File: src/pcie_app_pkg.sv
// Widths, TLP codes, BAR0 register map and shared types of the RX DMA endpoint app
// Every RTL module of the receive path imports what it needs from here
package pcie_app_pkg;

    // --------------------
    // Sizes and codes
    // --------------------
    localparam int BUF_AW     = 10;             // RX buffer RAM address bits
    localparam int MAX_QWORDS = 16;             // Largest payload of one TLP

    localparam logic [7:0] BAR_MWR32 = 8'h40;   // 3DW memory write with data
    localparam logic [7:0] TLP_MWR64 = 8'h60;   // 4DW memory write with data
    localparam logic [7:0] FULL_BE   = 8'hFF;   // Last BE and first BE all set

    typedef logic [63:0]       qword_t;         // One TRN data beat
    typedef logic [31:0]       dword_t;
    typedef logic [63:0]       host_addr_t;     // Host physical address
    typedef logic [BUF_AW-1:0] buf_addr_t;      // RX buffer RAM word address
    typedef logic [4:0]        qword_cnt_t;     // Qwords per TLP
    typedef logic [4:0]        reg_off_t;       // Byte offset inside BAR0
    typedef logic [15:0]       completer_id_t;  // Bus, device, function

    // --------------------
    // BAR0 register map
    // --------------------
    localparam reg_off_t REG_PAGE1_LO = 5'h00;
    localparam reg_off_t REG_PAGE1_HI = 5'h04;
    localparam reg_off_t REG_PAGE2_LO = 5'h08;
    localparam reg_off_t REG_PAGE2_HI = 5'h0C;
    localparam reg_off_t REG_INT_EN   = 5'h10;  // Bit 0 enables the legacy interrupt

    // One RX local-link beat, strobes active high
    typedef struct packed {
        qword_t     data;
        logic [7:0] rem_n;
        logic       sof;
        logic       eof;
        logic       src_rdy;
    } ll_beat_t;

    typedef struct packed {
        logic       valid;                      // Single-cycle strobe
        reg_off_t   offset;
        dword_t     data;
    } reg_wr_t;

    typedef struct packed {
        host_addr_t addr;
        logic       ready;                      // Registered by host and not yet freed
    } page_t;

    typedef struct packed {
        host_addr_t addr;                       // Host address of the first payload byte
        qword_cnt_t qwords;
        buf_addr_t  buf_start;                  // First RAM word of the payload
    } tlp_req_t;

    typedef enum logic [2:0] {
        IDLE,
        SEND,
        WAIT_TLP,
        IRQ,
        IRQ_WAIT
    } ctrl_state_e;

endpackage

File: src/bar_write_decoder.sv
`timescale 1ns/100ps
// Snoops the RX local-link for single-dword memory writes that hit BAR0
// Emits one register-write strobe per matching TLP, one cycle after its eof
module bar_write_decoder (
    input  logic                   trn_clk,
    input  logic                   rst_n,
    input  pcie_app_pkg::ll_beat_t rx_beat,
    input  logic [6:0]             bar_hit_n,
    output pcie_app_pkg::reg_wr_t  reg_wr
);
    import pcie_app_pkg::*;

    logic     in_tlp;                           // Between sof and eof
    logic     second_beat;                      // Current beat directly follows sof
    logic     hdr_match;                        // Latched header check of open TLP
    logic     hdr_ok;
    logic     data_hit;
    logic     wr_valid;
    reg_off_t wr_off;
    dword_t   wr_data;

    // Header dword 0 sits in the upper half of the sof beat
    assign hdr_ok = (rx_beat.data[63:56] == BAR_MWR32) &&
                    (rx_beat.data[41:32] == 10'd1) &&
                    !bar_hit_n[0];

    // Second beat carries address in upper dword and data in lower dword
    assign data_hit = rx_beat.src_rdy && second_beat && hdr_match &&
                      rx_beat.eof && (rx_beat.rem_n == 8'h00);

    always_ff @(posedge trn_clk) begin
        if (!rst_n) begin
            in_tlp      <= 1'b0;
            second_beat <= 1'b0;
            hdr_match   <= 1'b0;
        end else if (rx_beat.src_rdy) begin
            in_tlp      <= !rx_beat.eof;
            second_beat <= rx_beat.sof && !rx_beat.eof;
            if (rx_beat.sof) begin
                hdr_match <= hdr_ok;
            end
        end
    end

    always_ff @(posedge trn_clk) begin
        if (!rst_n) begin
            wr_valid <= 1'b0;
        end else begin
            wr_valid <= data_hit;               // Pulse one cycle after eof
        end
    end

    always_ff @(posedge trn_clk) begin
        if (data_hit) begin
            wr_off  <= rx_beat.data[36:32];     // Low address bits
            wr_data <= rx_beat.data[31:0];
        end
    end

    assign reg_wr = '{valid: wr_valid, offset: wr_off, data: wr_data};

    // A new TLP may only start once the previous one has seen its eof
    a_sof_closed: assert property (@(posedge trn_clk) disable iff (!rst_n)
        rx_beat.src_rdy && rx_beat.sof |-> !in_tlp);

endmodule

File: src/huge_page_regs.sv
`timescale 1ns/100ps
// Host-visible huge-page descriptors and interrupt enable behind BAR0
// Written by the BAR decoder strobes, pages released by the DMA controller
module huge_page_regs (
    input  logic                  trn_clk,
    input  logic                  rst_n,
    input  pcie_app_pkg::reg_wr_t reg_wr,
    input  logic                  free_1,
    input  logic                  free_2,
    output pcie_app_pkg::page_t   page_1,
    output pcie_app_pkg::page_t   page_2,
    output logic                  int_en
);
    import pcie_app_pkg::*;

    localparam reg_off_t LO_OFF [2] = '{REG_PAGE1_LO, REG_PAGE2_LO};
    localparam reg_off_t HI_OFF [2] = '{REG_PAGE1_HI, REG_PAGE2_HI};

    host_addr_t addr_q [2];
    logic [1:0] ready_q;
    logic [1:0] free;

    assign free = {free_2, free_1};

    for (genvar i = 0; i < 2; i++) begin : g_page
        logic lo_wr;
        logic hi_wr;

        assign lo_wr = reg_wr.valid && (reg_wr.offset == LO_OFF[i]);
        assign hi_wr = reg_wr.valid && (reg_wr.offset == HI_OFF[i]);

        always_ff @(posedge trn_clk) begin
            if (!rst_n) begin
                ready_q[i] <= 1'b0;
            end else if (hi_wr) begin
                ready_q[i] <= 1'b1;             // HI write completes registration
            end else if (free[i]) begin
                ready_q[i] <= 1'b0;
            end
        end

        always_ff @(posedge trn_clk) begin
            if (lo_wr) begin
                addr_q[i][31:0] <= reg_wr.data;
            end
            if (hi_wr) begin
                addr_q[i][63:32] <= reg_wr.data;
            end
        end

        // Controller only releases a page it has been writing into
        a_free_ready: assert property (@(posedge trn_clk) disable iff (!rst_n)
            free[i] |-> ready_q[i]);
    end

    // --------------------
    // Interrupt enable
    // --------------------
    always_ff @(posedge trn_clk) begin
        if (!rst_n) begin
            int_en <= 1'b0;
        end else if (reg_wr.valid && (reg_wr.offset == REG_INT_EN)) begin
            int_en <= reg_wr.data[0];
        end
    end

    assign page_1 = '{addr: addr_q[0], ready: ready_q[0]};
    assign page_2 = '{addr: addr_q[1], ready: ready_q[1]};

endmodule

File: src/pcie_rx_dma_app.sv
`timescale 1ns/100ps
// Receive-side PCIe endpoint application on the 64-bit TRN local-link
// Connects BAR0 decode, page registers, DMA control and TLP builder
module pcie_rx_dma_app (
    input  logic                     trn_clk,
    input  logic                     rst_n,
    // RX local-link
    input  pcie_app_pkg::qword_t     trn_rd,
    input  logic [7:0]               trn_rrem,
    input  logic                     trn_rsof_n,
    input  logic                     trn_reof_n,
    input  logic                     trn_rsrc_rdy_n,
    input  logic [6:0]               trn_rbar_hit_n,
    output logic                     trn_rdst_rdy_n,
    // TX local-link
    output pcie_app_pkg::qword_t     trn_td,
    output logic [7:0]               trn_trem_n,
    output logic                     trn_tsof_n,
    output logic                     trn_teof_n,
    output logic                     trn_tsrc_rdy_n,
    output logic                     trn_tsrc_dsc_n,
    input  logic                     trn_tdst_rdy_n,
    input  logic [3:0]               trn_tbuf_av,
    // Configuration space
    input  logic [15:0]              cfg_command,
    input  logic [7:0]               cfg_bus_number,
    input  logic [4:0]               cfg_device_number,
    input  logic [2:0]               cfg_function_number,
    output logic                     cfg_interrupt_n,
    input  logic                     cfg_interrupt_rdy_n,
    // MAC side
    input  logic                     rx_trigger_tlp,
    output logic                     rx_trigger_tlp_ack,
    input  pcie_app_pkg::qword_cnt_t rx_qwords_to_send,
    input  logic                     rx_change_huge_page,
    output logic                     rx_change_huge_page_ack,
    output logic                     rx_huge_page_status_1,
    output logic                     rx_huge_page_status_2,
    output pcie_app_pkg::buf_addr_t  rx_commited_rd_address,
    // RX buffer RAM
    output pcie_app_pkg::buf_addr_t  rx_rd_addr,
    input  pcie_app_pkg::qword_t     rx_rd_data
);
    import pcie_app_pkg::*;

    ll_beat_t      rx_beat;
    reg_wr_t       reg_wr;
    page_t         page_1;
    page_t         page_2;
    logic          int_en;
    logic          free_1;
    logic          free_2;
    tlp_req_t      tlp_req;
    logic          tlp_start;
    logic          tlp_done;
    completer_id_t completer_id;
    logic          bus_mstr_en;

    // --------------------
    // Glue and tie-offs
    // --------------------
    assign rx_beat = '{data: trn_rd, rem_n: trn_rrem, sof: !trn_rsof_n,
                       eof: !trn_reof_n, src_rdy: !trn_rsrc_rdy_n};
    assign completer_id   = {cfg_bus_number, cfg_device_number, cfg_function_number};
    assign bus_mstr_en    = cfg_command[2];     // Bus master enable bit
    assign trn_rdst_rdy_n = 1'b0;               // Always accept RX beats
    assign trn_tsrc_dsc_n = 1'b1;               // Never discontinue
    assign trn_trem_n     = 8'h00;              // Every beat is a full qword

    assign rx_huge_page_status_1 = page_1.ready;
    assign rx_huge_page_status_2 = page_2.ready;

    bar_write_decoder bar_write_decoder_mod (
        .trn_clk(trn_clk), .rst_n(rst_n), .rx_beat(rx_beat),
        .bar_hit_n(trn_rbar_hit_n), .reg_wr(reg_wr)
    );

    huge_page_regs huge_page_regs_mod (
        .trn_clk(trn_clk), .rst_n(rst_n), .reg_wr(reg_wr),
        .free_1(free_1), .free_2(free_2),
        .page_1(page_1), .page_2(page_2), .int_en(int_en)
    );

    rx_dma_ctrl rx_dma_ctrl_mod (
        .trn_clk(trn_clk), .rst_n(rst_n),
        .page_1(page_1), .page_2(page_2), .int_en(int_en),
        .bus_mstr_en(bus_mstr_en), .tbuf_av(trn_tbuf_av),
        .trigger_tlp(rx_trigger_tlp), .qwords_to_send(rx_qwords_to_send),
        .change_huge_page(rx_change_huge_page), .tlp_done(tlp_done),
        .cfg_interrupt_rdy_n(cfg_interrupt_rdy_n),
        .free_1(free_1), .free_2(free_2),
        .trigger_tlp_ack(rx_trigger_tlp_ack),
        .change_huge_page_ack(rx_change_huge_page_ack),
        .tlp_req(tlp_req), .tlp_start(tlp_start),
        .commited_rd_address(rx_commited_rd_address),
        .cfg_interrupt_n(cfg_interrupt_n)
    );

    tlp_tx_builder tlp_tx_builder_mod (
        .trn_clk(trn_clk), .rst_n(rst_n),
        .tlp_req(tlp_req), .tlp_start(tlp_start), .completer_id(completer_id),
        .rd_data(rx_rd_data), .trn_tdst_rdy_n(trn_tdst_rdy_n),
        .rd_addr(rx_rd_addr), .trn_td(trn_td),
        .trn_tsof_n(trn_tsof_n), .trn_teof_n(trn_teof_n),
        .trn_tsrc_rdy_n(trn_tsrc_rdy_n), .tlp_done(tlp_done)
    );

endmodule

File: src/rx_dma_ctrl.sv
`timescale 1ns/100ps
// Serves MAC-side trigger and page-change requests for the RX DMA path
// Hands one TLP at a time to the builder and raises the page-close interrupt
module rx_dma_ctrl (
    input  logic                     trn_clk,
    input  logic                     rst_n,
    input  pcie_app_pkg::page_t      page_1,
    input  pcie_app_pkg::page_t      page_2,
    input  logic                     int_en,
    input  logic                     bus_mstr_en,
    input  logic [3:0]               tbuf_av,
    input  logic                     trigger_tlp,
    input  pcie_app_pkg::qword_cnt_t qwords_to_send,
    input  logic                     change_huge_page,
    input  logic                     tlp_done,
    input  logic                     cfg_interrupt_rdy_n,
    output logic                     free_1,
    output logic                     free_2,
    output logic                     trigger_tlp_ack,
    output logic                     change_huge_page_ack,
    output pcie_app_pkg::tlp_req_t   tlp_req,
    output logic                     tlp_start,
    output pcie_app_pkg::buf_addr_t  commited_rd_address,
    output logic                     cfg_interrupt_n
);
    import pcie_app_pkg::*;

    ctrl_state_e state;
    logic        cur_sel;                       // 0 selects page 1
    page_t       cur_page;
    host_addr_t  page_off;                      // Byte offset inside current page
    logic        take_trig;

    assign cur_page  = cur_sel ? page_2 : page_1;
    assign take_trig = (state == IDLE) && !change_huge_page && trigger_tlp &&
                       cur_page.ready && bus_mstr_en && (tbuf_av != 4'd0);

    assign tlp_start            = (state == SEND);
    assign trigger_tlp_ack      = (state == WAIT_TLP) && tlp_done;  // Same cycle as last beat
    assign change_huge_page_ack = (state == IRQ_WAIT);

    // --------------------
    // Control FSM
    // --------------------
    always_ff @(posedge trn_clk) begin
        if (!rst_n) begin
            state               <= IDLE;
            cur_sel             <= 1'b0;
            page_off            <= '0;
            commited_rd_address <= '0;
            free_1              <= 1'b0;
            free_2              <= 1'b0;
            cfg_interrupt_n     <= 1'b1;
        end else begin
            free_1 <= 1'b0;
            free_2 <= 1'b0;
            case (state)
                IDLE: begin
                    if (change_huge_page) begin
                        free_1   <= !cur_sel;   // Release the page being closed
                        free_2   <= cur_sel;
                        cur_sel  <= !cur_sel;
                        page_off <= '0;
                        if (int_en) begin
                            cfg_interrupt_n <= 1'b0;
                            state           <= IRQ;
                        end else begin
                            state <= IRQ_WAIT;
                        end
                    end else if (take_trig) begin
                        state <= SEND;
                    end
                end
                SEND: state <= WAIT_TLP;        // Builder latches request here
                WAIT_TLP: begin
                    if (tlp_done) begin
                        commited_rd_address <= commited_rd_address +
                                               buf_addr_t'(tlp_req.qwords);
                        page_off <= page_off + host_addr_t'({tlp_req.qwords, 3'b000});
                        state    <= IDLE;
                    end
                end
                IRQ: begin
                    if (!cfg_interrupt_rdy_n) begin
                        cfg_interrupt_n <= 1'b1;    // Core took the interrupt
                        state           <= IRQ_WAIT;
                    end
                end
                IRQ_WAIT: state <= IDLE;        // Ack cycle of the page change
                default:  state <= IDLE;
            endcase
        end
    end

    always_ff @(posedge trn_clk) begin
        if (take_trig) begin
            tlp_req <= '{addr:      cur_page.addr + page_off,
                         qwords:    qwords_to_send,
                         buf_start: commited_rd_address};
        end
    end

    // MAC side must hold a legal size for the whole request
    a_qwords_range: assert property (@(posedge trn_clk) disable iff (!rst_n)
        trigger_tlp |-> (qwords_to_send >= 1) && (qwords_to_send <= MAX_QWORDS));

endmodule

File: src/tlp_tx_builder.sv
`timescale 1ns/100ps
// Builds a 4DW memory-write TLP and streams its payload from the RX buffer RAM
// One-entry skid absorbs the RAM read latency under TX back-pressure
module tlp_tx_builder (
    input  logic                        trn_clk,
    input  logic                        rst_n,
    input  pcie_app_pkg::tlp_req_t      tlp_req,
    input  logic                        tlp_start,
    input  pcie_app_pkg::completer_id_t completer_id,
    input  pcie_app_pkg::qword_t        rd_data,
    input  logic                        trn_tdst_rdy_n,
    output pcie_app_pkg::buf_addr_t     rd_addr,
    output pcie_app_pkg::qword_t        trn_td,
    output logic                        trn_tsof_n,
    output logic                        trn_teof_n,
    output logic                        trn_tsrc_rdy_n,
    output logic                        tlp_done
);
    import pcie_app_pkg::*;

    tlp_req_t   req_q;
    logic       busy;
    logic [1:0] hdr_left;                       // Header beats not yet loaded
    qword_cnt_t rd_left;                        // RAM reads not yet issued
    qword_cnt_t data_left;                      // Payload beats not yet loaded
    logic       rd_pend;                        // rd_data valid this cycle
    logic       skid_vld;
    qword_t     skid_q;
    logic       out_vld;
    logic       out_sof;
    logic       out_eof;
    qword_t     out_q;
    logic       out_free;
    logic       pay_load;
    logic       skid_nxt;
    logic       skid_load;
    logic       issue;
    qword_t     hdr0;
    qword_t     hdr1;
    qword_t     pay_data;

    // Length in dwords with requester ID from config space and tag 0
    assign hdr0 = {TLP_MWR64, 14'd0, 4'd0, req_q.qwords, 1'b0,
                   completer_id, 8'h00, FULL_BE};
    assign hdr1 = {req_q.addr[63:2], 2'b00};

    assign out_free  = !out_vld || !trn_tdst_rdy_n;
    assign pay_load  = out_free && busy && (hdr_left == 2'd0) && (skid_vld || rd_pend);
    assign pay_data  = skid_vld ? skid_q : rd_data;   // Older qword goes first
    assign skid_nxt  = pay_load ? (skid_vld && rd_pend) : (skid_vld || rd_pend);
    assign skid_load = rd_pend && (skid_vld || !pay_load);
    // Reads start with header beat 1 and stop while the skid could overflow
    assign issue     = busy && (rd_left != '0) && !skid_nxt &&
                       ((hdr_left == 2'd0) || ((hdr_left == 2'd1) && out_free));
    assign tlp_done  = out_vld && out_eof && !trn_tdst_rdy_n;

    always_ff @(posedge trn_clk) begin
        if (!rst_n) begin
            busy      <= 1'b0;
            hdr_left  <= 2'd0;
            rd_left   <= '0;
            data_left <= '0;
            rd_pend   <= 1'b0;
            skid_vld  <= 1'b0;
            out_vld   <= 1'b0;
            out_sof   <= 1'b0;
            out_eof   <= 1'b0;
            rd_addr   <= '0;
        end else begin
            rd_pend  <= issue;                  // RAM answers one cycle later
            skid_vld <= skid_nxt;
            if (issue) begin
                rd_addr <= rd_addr + 1'b1;
                rd_left <= rd_left - 1'b1;
            end
            if (tlp_start && !busy) begin
                busy      <= 1'b1;
                hdr_left  <= 2'd2;
                rd_left   <= tlp_req.qwords;
                data_left <= tlp_req.qwords;
                rd_addr   <= tlp_req.buf_start;
            end else if (tlp_done) begin
                busy <= 1'b0;
            end
            if (out_free) begin
                out_vld <= busy && ((hdr_left != 2'd0) || skid_vld || rd_pend);
                out_sof <= (hdr_left == 2'd2);
                out_eof <= (hdr_left == 2'd0) && (data_left == 5'd1);
                if (busy && (hdr_left != 2'd0)) begin
                    hdr_left <= hdr_left - 1'b1;
                end
                if (pay_load) begin
                    data_left <= data_left - 1'b1;
                end
            end
        end
    end

    always_ff @(posedge trn_clk) begin
        if (tlp_start && !busy) begin
            req_q <= tlp_req;
        end
        if (out_free) begin
            out_q <= (hdr_left == 2'd2) ? hdr0 : (hdr_left == 2'd1) ? hdr1 : pay_data;
        end
        if (skid_load) begin
            skid_q <= rd_data;
        end
    end

    assign trn_td         = out_q;
    assign trn_tsrc_rdy_n = !out_vld;
    assign trn_tsof_n     = !(out_vld && out_sof);
    assign trn_teof_n     = !(out_vld && out_eof);

    // Every qword read from the RAM has gone out with the last beat
    a_drained: assert property (@(posedge trn_clk) disable iff (!rst_n)
        tlp_done |-> (rd_left == '0) && !skid_vld && !rd_pend);

endmodule
File: config.mk
export PLATFORM = sky130hd
export DESIGN_NAME = pcie_rx_dma_app
export DESIGN_NICKNAME = d
export VERILOG_FILES = /design/src/pcie_app_pkg.sv /design/src/bar_write_decoder.sv /design/src/huge_page_regs.sv /design/src/pcie_rx_dma_app.sv /design/src/rx_dma_ctrl.sv /design/src/tlp_tx_builder.sv
export SDC_FILE = /design/constraint.sdc
export NUM_CORES = 1
export LEC_CHECK = 0
export ABC_AREA = 1
export ABC_CLOCK_PERIOD_IN_PS = 10800
export BUFFER_PORTS_ARGS = -buffer_cell sky130_fd_sc_hd__buf_2
export CORE_AREA = 2 2 190 332
export CTS_BUF_LIST = sky130_fd_sc_hd__clkbuf_4 sky130_fd_sc_hd__clkbuf_8
export DETAILED_ROUTE_END_ITERATION = 16
export DIE_AREA = 0 0 192 334
export MAX_ROUTING_LAYER = met4
export PLACE_DENSITY_LB_ADDON = 0.3
export REMOVE_ABC_BUFFERS = 1
export SLEW_MARGIN = 10
export SYNTH_ARGS = -nofsm -noshare
export SYNTH_HDL_FRONTEND = slang
export SYNTH_SLANG_ARGS = --single-unit
export TNS_END_PERCENT = 20
File: constraint.sdc
create_clock -name trn_clk -period 10.8 [get_ports trn_clk]
set_input_delay 0 -clock trn_clk [delete_from_list [all_inputs] [get_ports trn_clk]]
set_output_delay 0 -clock trn_clk [all_outputs]
set_load 0.01 [all_outputs]
-- After elaboration in Yosys (flattened, before gate mapping)
Memory sizes are Yosys's and may differ from the RTL's.
Index checks and enable logic that the tools add are counted.
- flip-flop bits (word level): 428
- RAM bits: 128
- memories kept: 1
- memory list (name ; depth ; width ; rd ports ; clocked after Yosys merged registers in ; wr ports ; line ; source):
    huge_page_regs_mod.addr_q ; 2 ; 64 ; 2 ; 0 ; 1 ; huge_page_regs.sv:19 ; host_addr_t addr_q [2];
- add/sub/neg operators: 7
- equal/unequal tests: 18
- muxes and demuxes: 45
- bitwise gates (word level): 2
- reduce and logical (&&, ||, !) cells: 74
- operators with widths (cell ; count):
    $mux W64 ; 5
    $pmux W64 S2 ; 1
    $mux W65 ; 1
    $add A64 B64 Y64 ; 1
    $add A64 B8 Y64 ; 1
    $reduce_or A64 Y1 ; 1
    $mux W38 ; 1
    $logic_and A1 B1 Y1 ; 34
    $mux W5 ; 5
    $mux W10 ; 2
    $mux W1 ; 19
    $mux W3 ; 5
    $reduce_bool A2 Y1 ; 7
    $logic_not A1 Y1 ; 13
    $pmux W3 S4 ; 1
    $add A10 B1 Y10 const B ; 1
    $add A10 B5 Y10 ; 1
    $eq A10 B1 Y1 const B ; 1
    $eq A5 B4 Y1 const B ; 2
    $sub A5 B1 Y5 const B ; 2
    $reduce_and A3 Y1 ; 3
    $eq A8 B7 Y1 const B ; 1
    $logic_not A8 Y1 ; 1
    $mux W2 ; 4
    22 further kinds ; 33

-- Logic depth before layout (Yosys ltp)
Gate-level depths: netlist of the first run.
- word-level depth: 11
- mapped depth: 20

-- Cells and area by module
Synthesis of the first run repeated with hierarchy kept, for this count alone.
- cell total of the unflattened synthesis: 3244
- area total of the unflattened synthesis: 27807.9 um^2
- by module, submodules not included (module ; instances ; cells an instance ; area an instance (um^2)):
    rx_dma_ctrl ; 1 ; 2158 ; 12968.7
    tlp_tx_builder ; 1 ; 829 ; 9359.0
    huge_page_regs ; 1 ; 163 ; 4045.1
    bar_write_decoder ; 1 ; 79 ; 1341.3
    pcie_rx_dma_app ; 1 ; 15 ; 93.8

-- Worst setup path before layout of the first run
OpenSTA, ideal clock, no wires.
- path type: register to register
- start point: register rx_dma_ctrl_mod.cur_sel
- end point: register rx_dma_ctrl_mod.tlp_req[0] (netlist name)
- setup time: 0.608 ns
- arrival time: 6.012 ns
- required time: 10.192 ns
- setup slack: 4.180 ns
- stages on the path, launching flop included: 6
- cells stage by stage: dfxtp_1 > clkbuf_1 > nand2_1 > nand2_1 > nand4_1 > nor3_1
- longest elaborated chain between the ends: 4
- RTL lines (what ; line ; source):
    from (decl) ; rx_dma_ctrl.sv:29 ; logic cur_sel;
    from (signal assigned) ; rx_dma_ctrl.sv:62 ; cur_sel <= !cur_sel;
    $mux W65 ; rx_dma_ctrl.sv:34 ; assign cur_page = cur_sel ? page_2 : page_1;
    $logic_and A1 B1 Y1 ; rx_dma_ctrl.sv:35 ; assign take_trig = (state == IDLE) && !change_huge_page && trigger_tlp &&
    $logic_and A1 B1 Y1 (2 in series) ; rx_dma_ctrl.sv:36 ; cur_page.ready && bus_mstr_en && (tbuf_av != 4'd0);
    named net rx_dma_ctrl_mod.take_trig ; rx_dma_ctrl.sv:32 ; logic take_trig;
The timed path passes the listed nets, and every way through them passes these cells.
A chain may end at the register's enable or synchronous reset.

-- Final worst setup path of the first run
- start point: register rx_dma_ctrl_mod.cur_sel
- end point: register rx_dma_ctrl_mod.tlp_req[78] (netlist name)
- longest elaborated chain between the ends: 2
- RTL lines (what ; line ; source):
    $mux W65 ; rx_dma_ctrl.sv:34 ;
    $add A64 B64 Y64 ; rx_dma_ctrl.sv:97 ; tlp_req <= '{addr: cur_page.addr + page_off,
Every way passes these cells.

==> impl_metrics.tcl, run 1 <==
set metrics [dict create \
    worst_pin_slew_ns 1.003 \
    row_count 121 \
    power_density_nw_per_um2 167.5 \
    synth.distinct_cells 50 \
    routed-via-count 22259 \
    slew-limit-headroom 0.3264 \
    worstHoldPathCells 2 \
    ys_seq_elements 545 \
    synth_common_cells "sky130_fd_sc_hd__nand2_1 (1056), sky130_fd_sc_hd__inv_1 (453), sky130_fd_sc_hd__edfxtp_1 (433)" \
    post_cts_resized 0 \
    cts_root_buf "sky130_fd_sc_hd__clkbuf_8" \
    drt-total-wl_mm 79.12 \
    grt_antenna_before_repair 1 \
    synth_xor_xnor_area_share 0.01599 \
    result_of_the_run "finished clean" \
    worstHoldEndpoint "tlp_tx_builder_mod.skid_q[11]" \
    cts-buffers-inserted 81 \
    synth-seq-area-share 0.5568 \
    critPathLaunchType "flop" \
    grt_max_degree 101 \
    syn-instance-count 3171 \
    synthesis_warning_total 0 \
    ant_nets 0 \
    yosys_most_used_dff "sky130_fd_sc_hd__edfxtp_1" \
    max_clock_skew_ns 0.04612 \
    core_area_sq_um 61770 \
    synth_async_sr_flop_share 0 \
    top_usage_layer "met2" \
    gr-usage-all-layers 0.2553 \
    post_synth_top_area_share 0.4749 \
    crit_reg_reg_endpoint "rx_dma_ctrl_mod.tlp_req[78]" \
    crit_path_max_fanout 65 \
    yosys.area_share.simple 0.2451 \
    io-pin-count 295 \
    p_leak_nw 14.72 \
    postCtsSetupBuffers 0 \
    grt_pass1_vias 21677 \
    synth_area_per_cell_sq_um 8.635 \
    gr-total-overflow 0 \
    rsz0062_at_grt "no" \
    reg2regPathDepth 14 \
    remaining_drc_errors 0 \
    detail_route.first_pass.iterations 5 \
    hold_path_origin "rx_rd_data[11]" \
    route.detailed.wl_per_inst_um 17.49 \
    dominant_combinational_cell_family_by_area_after_synthesis "simple AND/OR/NAND/NOR gates" \
    starting_density_of_the_core 0.4433 \
    crit_path_end_kind "flop" \
    criticalPathCategory "flop to flop" \
    worst_case_vdd_ir_drop_uv 123.8 \
    synth_area_leaders "sky130_fd_sc_hd__edfxtp_1 (47%), sky130_fd_sc_hd__nand2_1 (14%), sky130_fd_sc_hd__dfxtp_1 (8.2%)" \
    timing_hold_violations_final 0 \
    fin_setup_tns_ns 0 \
    floorplan.die.width_um 192 \
    syn_area_sq_um 27380 \
    post-route-util 0.5375 \
    r2r_slack_ns 7.41 \
    synth_enable_flop_cells 433 \
    final_max_slew_viol_count 0 \
    timing.final.setup_violations 0 \
    global_route.usage.met2 0.4600 \
    grt_pass1_wl_mm 119.6 \
    synth_mux_area_frac 0 \
    post_drt_via_cell_ratio 4.919 \
    worst_ep_required_time_ns 11.27 \
    p_r_area_growth_vs_syn_pct 21.26 \
    layout_worst_path_cycle_share 0.3139 \
    final_layout_size_suffix_gt1_frac 0.1216 \
    minimum_hold_slack_ns 0.05810 \
    cts_max_path_buffers 3 \
    clk_pin_slew_worst_setup_hold_paths_ns 0.08 \
    synthMostInstantiatedCell "sky130_fd_sc_hd__nand2_1" \
    hold_buf_count_cts 211 \
    synthAdderAreaFrac 0.03711 \
    design.final.nets 3935 \
    clk-insertion-delay-late_ns 0.72 \
    n_fill_cell 5728 \
    hold_path_class "input pin to flop" \
    gp_congestion 1.050 \
    initialDrtViolationCount 1128 \
    cts_tree "done" \
    design.die.area_sq_um 64130 \
    htree_levels 3 \
    compound_gate_portion_of_the_synthesized_area 0.06818 \
    synth.largest_area_cell "sky130_fd_sc_hd__edfxtp_1" \
    dpl.hpwl_mm 59.28 \
    grtUsageMet1 0.2658 \
    max_cap_viol_count 0 \
    grtUsageMet3 0.03033 \
    chip_height_um 334 \
    worstReg2RegStart "rx_dma_ctrl_mod.cur_sel" \
    fmax_mhz 295.0 \
    cts_sinks 545 \
    min_period_ns 3.390 \
    place.port_buffers 249 \
    cp_data_arrival_time_ns 3.86 \
]
## sequential cells by signal (all words and copies together) (netlist names), 10 cells and up
name and flops:
tlp_tx_builder_mod.rd_addr 10, bar_write_decoder_mod.wr_data 32, rx_dma_ctrl_mod.page_off 61, rx_dma_ctrl_mod.tlp_req 77, tlp_tx_builder_mod.hdr1 62, tlp_tx_builder_mod.trn_td 64, huge_page_regs_mod.addr_q 124, tlp_tx_builder_mod.skid_q 64
rx_dma_ctrl_mod.commited_rd_address 10
## logic make-up after synthesis
group,after synthesis
AND/OR/NAND/NOR,1615
flip-flops,545
buffers and inverters,539
AO/OA/AOI/OAI,340
adder cells (fa/ha/maj),80
XOR/XNOR,50
other,2
## stage by stage
stage	setup WS (ns)	total power, mW	std cells	area (sq um)
floorplan	2.740	3.386	3100	27040
global route	7.167	5.863	4525	33200
detailed placement	7.454	3.846	4167	29470
finish	7.410	5.562	4525	33200
CTS	7.405	5.610	4524	33200
global placement	7.449	3.827	4167	29470
## power breakdown
group          internal (mW)  switching (mW)  leakage [nW]  total [mW]
sequential              2.55          0.0976          4.95        2.64
clock                  0.874           0.820         0.851        1.69
combinational          0.414           0.810          8.92        1.22
## routing by layer
| layer | vias up | wire length (um) | part of all wire |
|---|---|---|---|
| met5 | - | 0 | 0 |
| met4 | 0 | 4819 | 0.061 |
| met3 | 197 | 3317 | 0.042 |
| met2 | 630 | 41070 | 0.52 |
| met1 | 10119 | 29920 | 0.38 |
| li1 | 11313 | - | - |
## worst max-delay path: stages (launching register included)
cell	delay [ns]
sky130_fd_sc_hd__dfxtp_2	0.32
sky130_fd_sc_hd__clkinv_1	0.03
sky130_fd_sc_hd__buf_4	0.52
sky130_fd_sc_hd__nand2_1	0.10
sky130_fd_sc_hd__nand2_1	0.28
sky130_fd_sc_hd__ha_1	0.30
sky130_fd_sc_hd__nand2_1	0.14
sky130_fd_sc_hd__nor2_1	0.17
sky130_fd_sc_hd__inv_1	0.09
sky130_fd_sc_hd__nor2_1	0.41
sky130_fd_sc_hd__a21oi_1	0.13
sky130_fd_sc_hd__nand2_1	0.28
sky130_fd_sc_hd__nand2_1	0.11
sky130_fd_sc_hd__nand3_1	0.10
sky130_fd_sc_hd__nand2_1	0.06
## how the worst max path moves through the flow
| stage | cells after the start | slack, ns | startpoint | end |
|---|---|---|---|---|
| finish | 14 | 7.41 | rx_dma_ctrl_mod.cur_sel | rx_dma_ctrl_mod.tlp_req[78] |
| global route | 14 | 7.17 | rx_dma_ctrl_mod.cur_sel | rx_dma_ctrl_mod.tlp_req[52] |
| CTS | 14 | 7.41 | rx_dma_ctrl_mod.cur_sel | rx_dma_ctrl_mod.tlp_req[52] |
| detailed placement | 14 | 7.45 | rx_dma_ctrl_mod.cur_sel | rx_dma_ctrl_mod.tlp_req[78] |
| global placement | 14 | 7.45 | rx_dma_ctrl_mod.cur_sel | rx_dma_ctrl_mod.tlp_req[78] |
| floorplan | 5 | 2.74 | rx_dma_ctrl_mod.cur_sel | rx_dma_ctrl_mod.tlp_req[0] |
## cells in the final DEF, fill, tap and decap left out, types with 5 or more instances in the layout
cell / n
sky130_fd_sc_hd__o31ai_1: 8
sky130_fd_sc_hd__nand4_1: 34
sky130_fd_sc_hd__buf_2: 249
sky130_fd_sc_hd__conb_1: 10
sky130_fd_sc_hd__inv_2: 8
sky130_fd_sc_hd__o211ai_1: 34
sky130_fd_sc_hd__dfxtp_1: 110
sky130_fd_sc_hd__dlygate4sd3_1: 211
sky130_fd_sc_hd__xor2_1: 47
sky130_fd_sc_hd__ha_1: 77
sky130_fd_sc_hd__nand3_1: 163
sky130_fd_sc_hd__clkinv_2: 9
sky130_fd_sc_hd__inv_1: 450
sky130_fd_sc_hd__nor2_1: 251
sky130_fd_sc_hd__o21ai_0: 121
sky130_fd_sc_hd__edfxtp_1: 433
sky130_fd_sc_hd__a21oi_1: 141
sky130_fd_sc_hd__or2_2: 5
sky130_fd_sc_hd__clkbuf_4: 23
sky130_fd_sc_hd__nor3_1: 40
sky130_fd_sc_hd__a31oi_1: 16
sky130_fd_sc_hd__clkbuf_8: 86
sky130_fd_sc_hd__nor2_4: 7
sky130_fd_sc_hd__nor3_2: 8
sky130_fd_sc_hd__nor2_2: 10
sky130_fd_sc_hd__nand3b_1: 10
sky130_fd_sc_hd__nand2_1: 1056
sky130_fd_sc_hd__buf_4: 19
sky130_fd_sc_hd__nor4_1: 6
sky130_fd_sc_hd__o21bai_1: 8
sky130_fd_sc_hd__clkinv_1: 19
## final cells by class
type,count,area (sq um),share of cell area
Multi-Input combinational cell,2095,10110,0.3045
Timing Repair Buffer,479,3501,0.1054
Sequential cell,545,15250,0.4592
Clock buffer,109,1356,0.04085
Inverter,460,1727,0.05201
Clock inverter,37,257.7,0.007763
Tap cell,799,999.7,0.03011
Antenna cell,1,2.502,0.00007537
Power figures use the tool's default switching activity.
==> inputs of run 2 (changes only) <==
- ABC_CLOCK_PERIOD_IN_PS: 10800 -> 3400
- clock period: 10.8 -> 3.4 ns (I/O delays scaled with it)
==> run 2 against run 1 <==
Cell count is 0.22% higher; non-clock buffer count is 3 higher; maximum frequency rose by 10%; critical path type unchanged; critical endpoint is now rx_dma_ctrl_mod.tlp_req[52]; largest cell class unchanged; largest power group unchanged; highest routed layer unchanged.
==> impl_metrics.tcl, run 2 (synthesis results as in run 1) <==
set metrics [dict create \
    gr-usage-all-layers 0.2590 \
    fmax_mhz 324.4 \
    grt_pass1_wl_mm 120.9 \
    layout_worst_path_cycle_share 0.9067 \
    timing.final.setup_violations 0 \
    critical-path-max-stage-delay_ns 0.44 \
    drt-total-wl_mm 80.13 \
    switching_share 0.3063 \
    critPathTopFamily "simple AND/OR/NAND/NOR gates" \
    design.final.nets 3939 \
    finalNonFillerCells 4535 \
    chip_height_um 334 \
    worst_ep_required_time_ns 3.96 \
    worst_pin_slew_ns 1.013 \
    hold_path_class "input pin to flop" \
    timing.critical_path.cells "clkinv_1, buf_12, nand2_1, nand2_1, ha_1, nand2_1, nor2_1, inv_1, nor3_1, nand2_1, inv_1, nand2_1, nand2_1, xor2_1, buf_4" \
    crit_path_end_kind "flop" \
    largest_register_ff_count 124 \
    dpl-instance-area_sq_um 29720 \
    critPathLaunchType "flop" \
    cp_slowest_cell "sky130_fd_sc_hd__ha_1" \
    p_leak_nw 14.83 \
    cts-buffers-inserted 82 \
    p_int_mw 12.46 \
    htree_levels 3 \
    timing_hold_violations_final 0 \
    io-pin-count 295 \
    cts_tree "done" \
    largest_register "huge_page_regs_mod.addr_q" \
    floorplan.die.width_um 192 \
    path_buf_inv 5 \
    power.sequential.fraction 0.467 \
    gr-total-overflow 0 \
    ant_nets 0 \
    detail_route.first_pass.iterations 5 \
    reg.largest.list "huge_page_regs_mod.addr_q (124), rx_dma_ctrl_mod.tlp_req (77)" \
    report.power.total_mw 17.97 \
    clk-insertion-delay-late_ns 0.71 \
    power.net_switching_mw 5.502 \
    final_area_sq_um 33360 \
    gp_congestion 1.006 \
    clk_pin_slew_worst_setup_hold_paths_ns 0.06 \
    grt_pass1_vias 21816 \
    core_area_sq_um 61770 \
    criticalPathCategory "flop to flop" \
    max_cap_viol_count 0 \
    combPwrFrac 0.219 \
    clock_power_share 0.313 \
    cp_data_arrival_time_ns 3.64 \
    routed-via-count 22421 \
    place.port_buffers 249 \
    final_layout_size_suffix_gt1_frac 0.1304 \
    dp_cells 4190 \
    postCtsSetupBuffers 0 \
    crit_path_max_fanout 65 \
    worst_path_most_repeated_cell "sky130_fd_sc_hd__nand2_1" \
    cts_max_path_buffers 3 \
    p_r_area_growth_vs_syn_pct 21.85 \
    fin_ws_ns 0.3173 \
    result_of_the_run "finished clean" \
    initialDrtViolationCount 1213 \
    row_count 121 \
    slew-limit-headroom 0.3237 \
    starting_density_of_the_core 0.4433 \
    design.die.area_sq_um 64130 \
    cts_root_buf "sky130_fd_sc_hd__clkbuf_8" \
    layout.cells.most_common "sky130_fd_sc_hd__nand2_1" \
    worst_case_vdd_ir_drop_uv 433.8 \
    grt_max_degree 87 \
    post_placement_worst_setup_slack_ns 0.3250 \
    power_density_nw_per_um2 538.5 \
    dpl.hpwl_mm 60.80 \
    layout_common_cells "sky130_fd_sc_hd__nand2_1 (1056), sky130_fd_sc_hd__inv_1 (451), sky130_fd_sc_hd__edfxtp_1 (433), sky130_fd_sc_hd__nor2_1 (251), sky130_fd_sc_hd__buf_2 (249)" \
    post_drt_via_cell_ratio 4.944 \
    remaining_drc_errors 0 \
    grt_antenna_before_repair 1 \
    max_clock_skew_ns 0.04475 \
    final_max_slew_viol_count 0 \
    route.detailed.wl_per_inst_um 17.67 \
    rsz0062_at_grt "no" \
    min_period_ns 3.083 \
    cts_sinks 545 \
]
[run 2: path summary, 6_finish.rpt]
check | start | depth (start not counted) | slack (ns) | end
hold / removal | rx_rd_data[23] | 2 | 0.05 | tlp_tx_builder_mod.skid_q[23]
setup reg to reg | rx_dma_ctrl_mod.cur_sel | 15 | 0.32 | rx_dma_ctrl_mod.tlp_req[52]
setup / recovery | rx_dma_ctrl_mod.cur_sel | 15 | 0.32 | rx_dma_ctrl_mod.tlp_req[52]
hold reg to reg | rx_dma_ctrl_mod.tlp_req[23] | 0 | 0.41 | tlp_tx_builder_mod.hdr1[8]
[run 2: power by group through the flow]
| stage | sequential, mW | combinational [mW] | clock, mW |
|---|---|---|---|
| 2_1_floorplan | 8.76 | 2.00 | 0 |
| 6_report | 8.40 | 3.94 | 5.63 |
| 3_5_place_dp | 8.53 | 3.77 | 0 |
| 4_1_cts | 8.39 | 3.96 | 5.79 |
| 3_3_place_gp | 8.52 | 3.72 | 0 |
| 5_1_grt | 8.47 | 4.42 | 6.03 |
[run 2: cell type report]
cell class | count | area [sq um]
clock inverters | 47 | 376.6
diodes | 1 | 2.502
inverters | 460 | 1727
repair buffers | 482 | 3548
well taps | 799 | 999.7
clock buffers | 106 | 1353
flip-flops and latches | 545 | 15250
multi-input cells | 2095 | 10110
fillers | 5671 | 28410
[run 2: layer usage]
layer | vias up | track usage | routed length [um]
met5 | - | - | 0
met4 | 0 | 0.1710 | 5986
met3 | 211 | 0.02959 | 3246
met2 | 639 | 0.4575 | 40810
met1 | 10260 | 0.2687 | 30080
li1 | 11311 | - | -
[run 2: metrics by stage]
step / hold slack (ns) / utilization / setup TNS [ns]
2_1_floorplan: 0.09869 / - / -527.18
3_3_place_gp: 0.1769 / 0.4811 / 0
3_5_place_dp: 0.1781 / 0.4811 / 0
4_1_cts: 0.0003048 / 0.5401 / 0
5_1_grt: 0.02373 / 0.5401 / 0
6_report: 0.05127 / 0.5401 / 0
[run 2: repair_timing]
action / 4_1_cts / 5_1_grt
hold endpoints to repair: 305 / 0
gates resized for setup: 0 / 0
hold buffers: 191 / 0
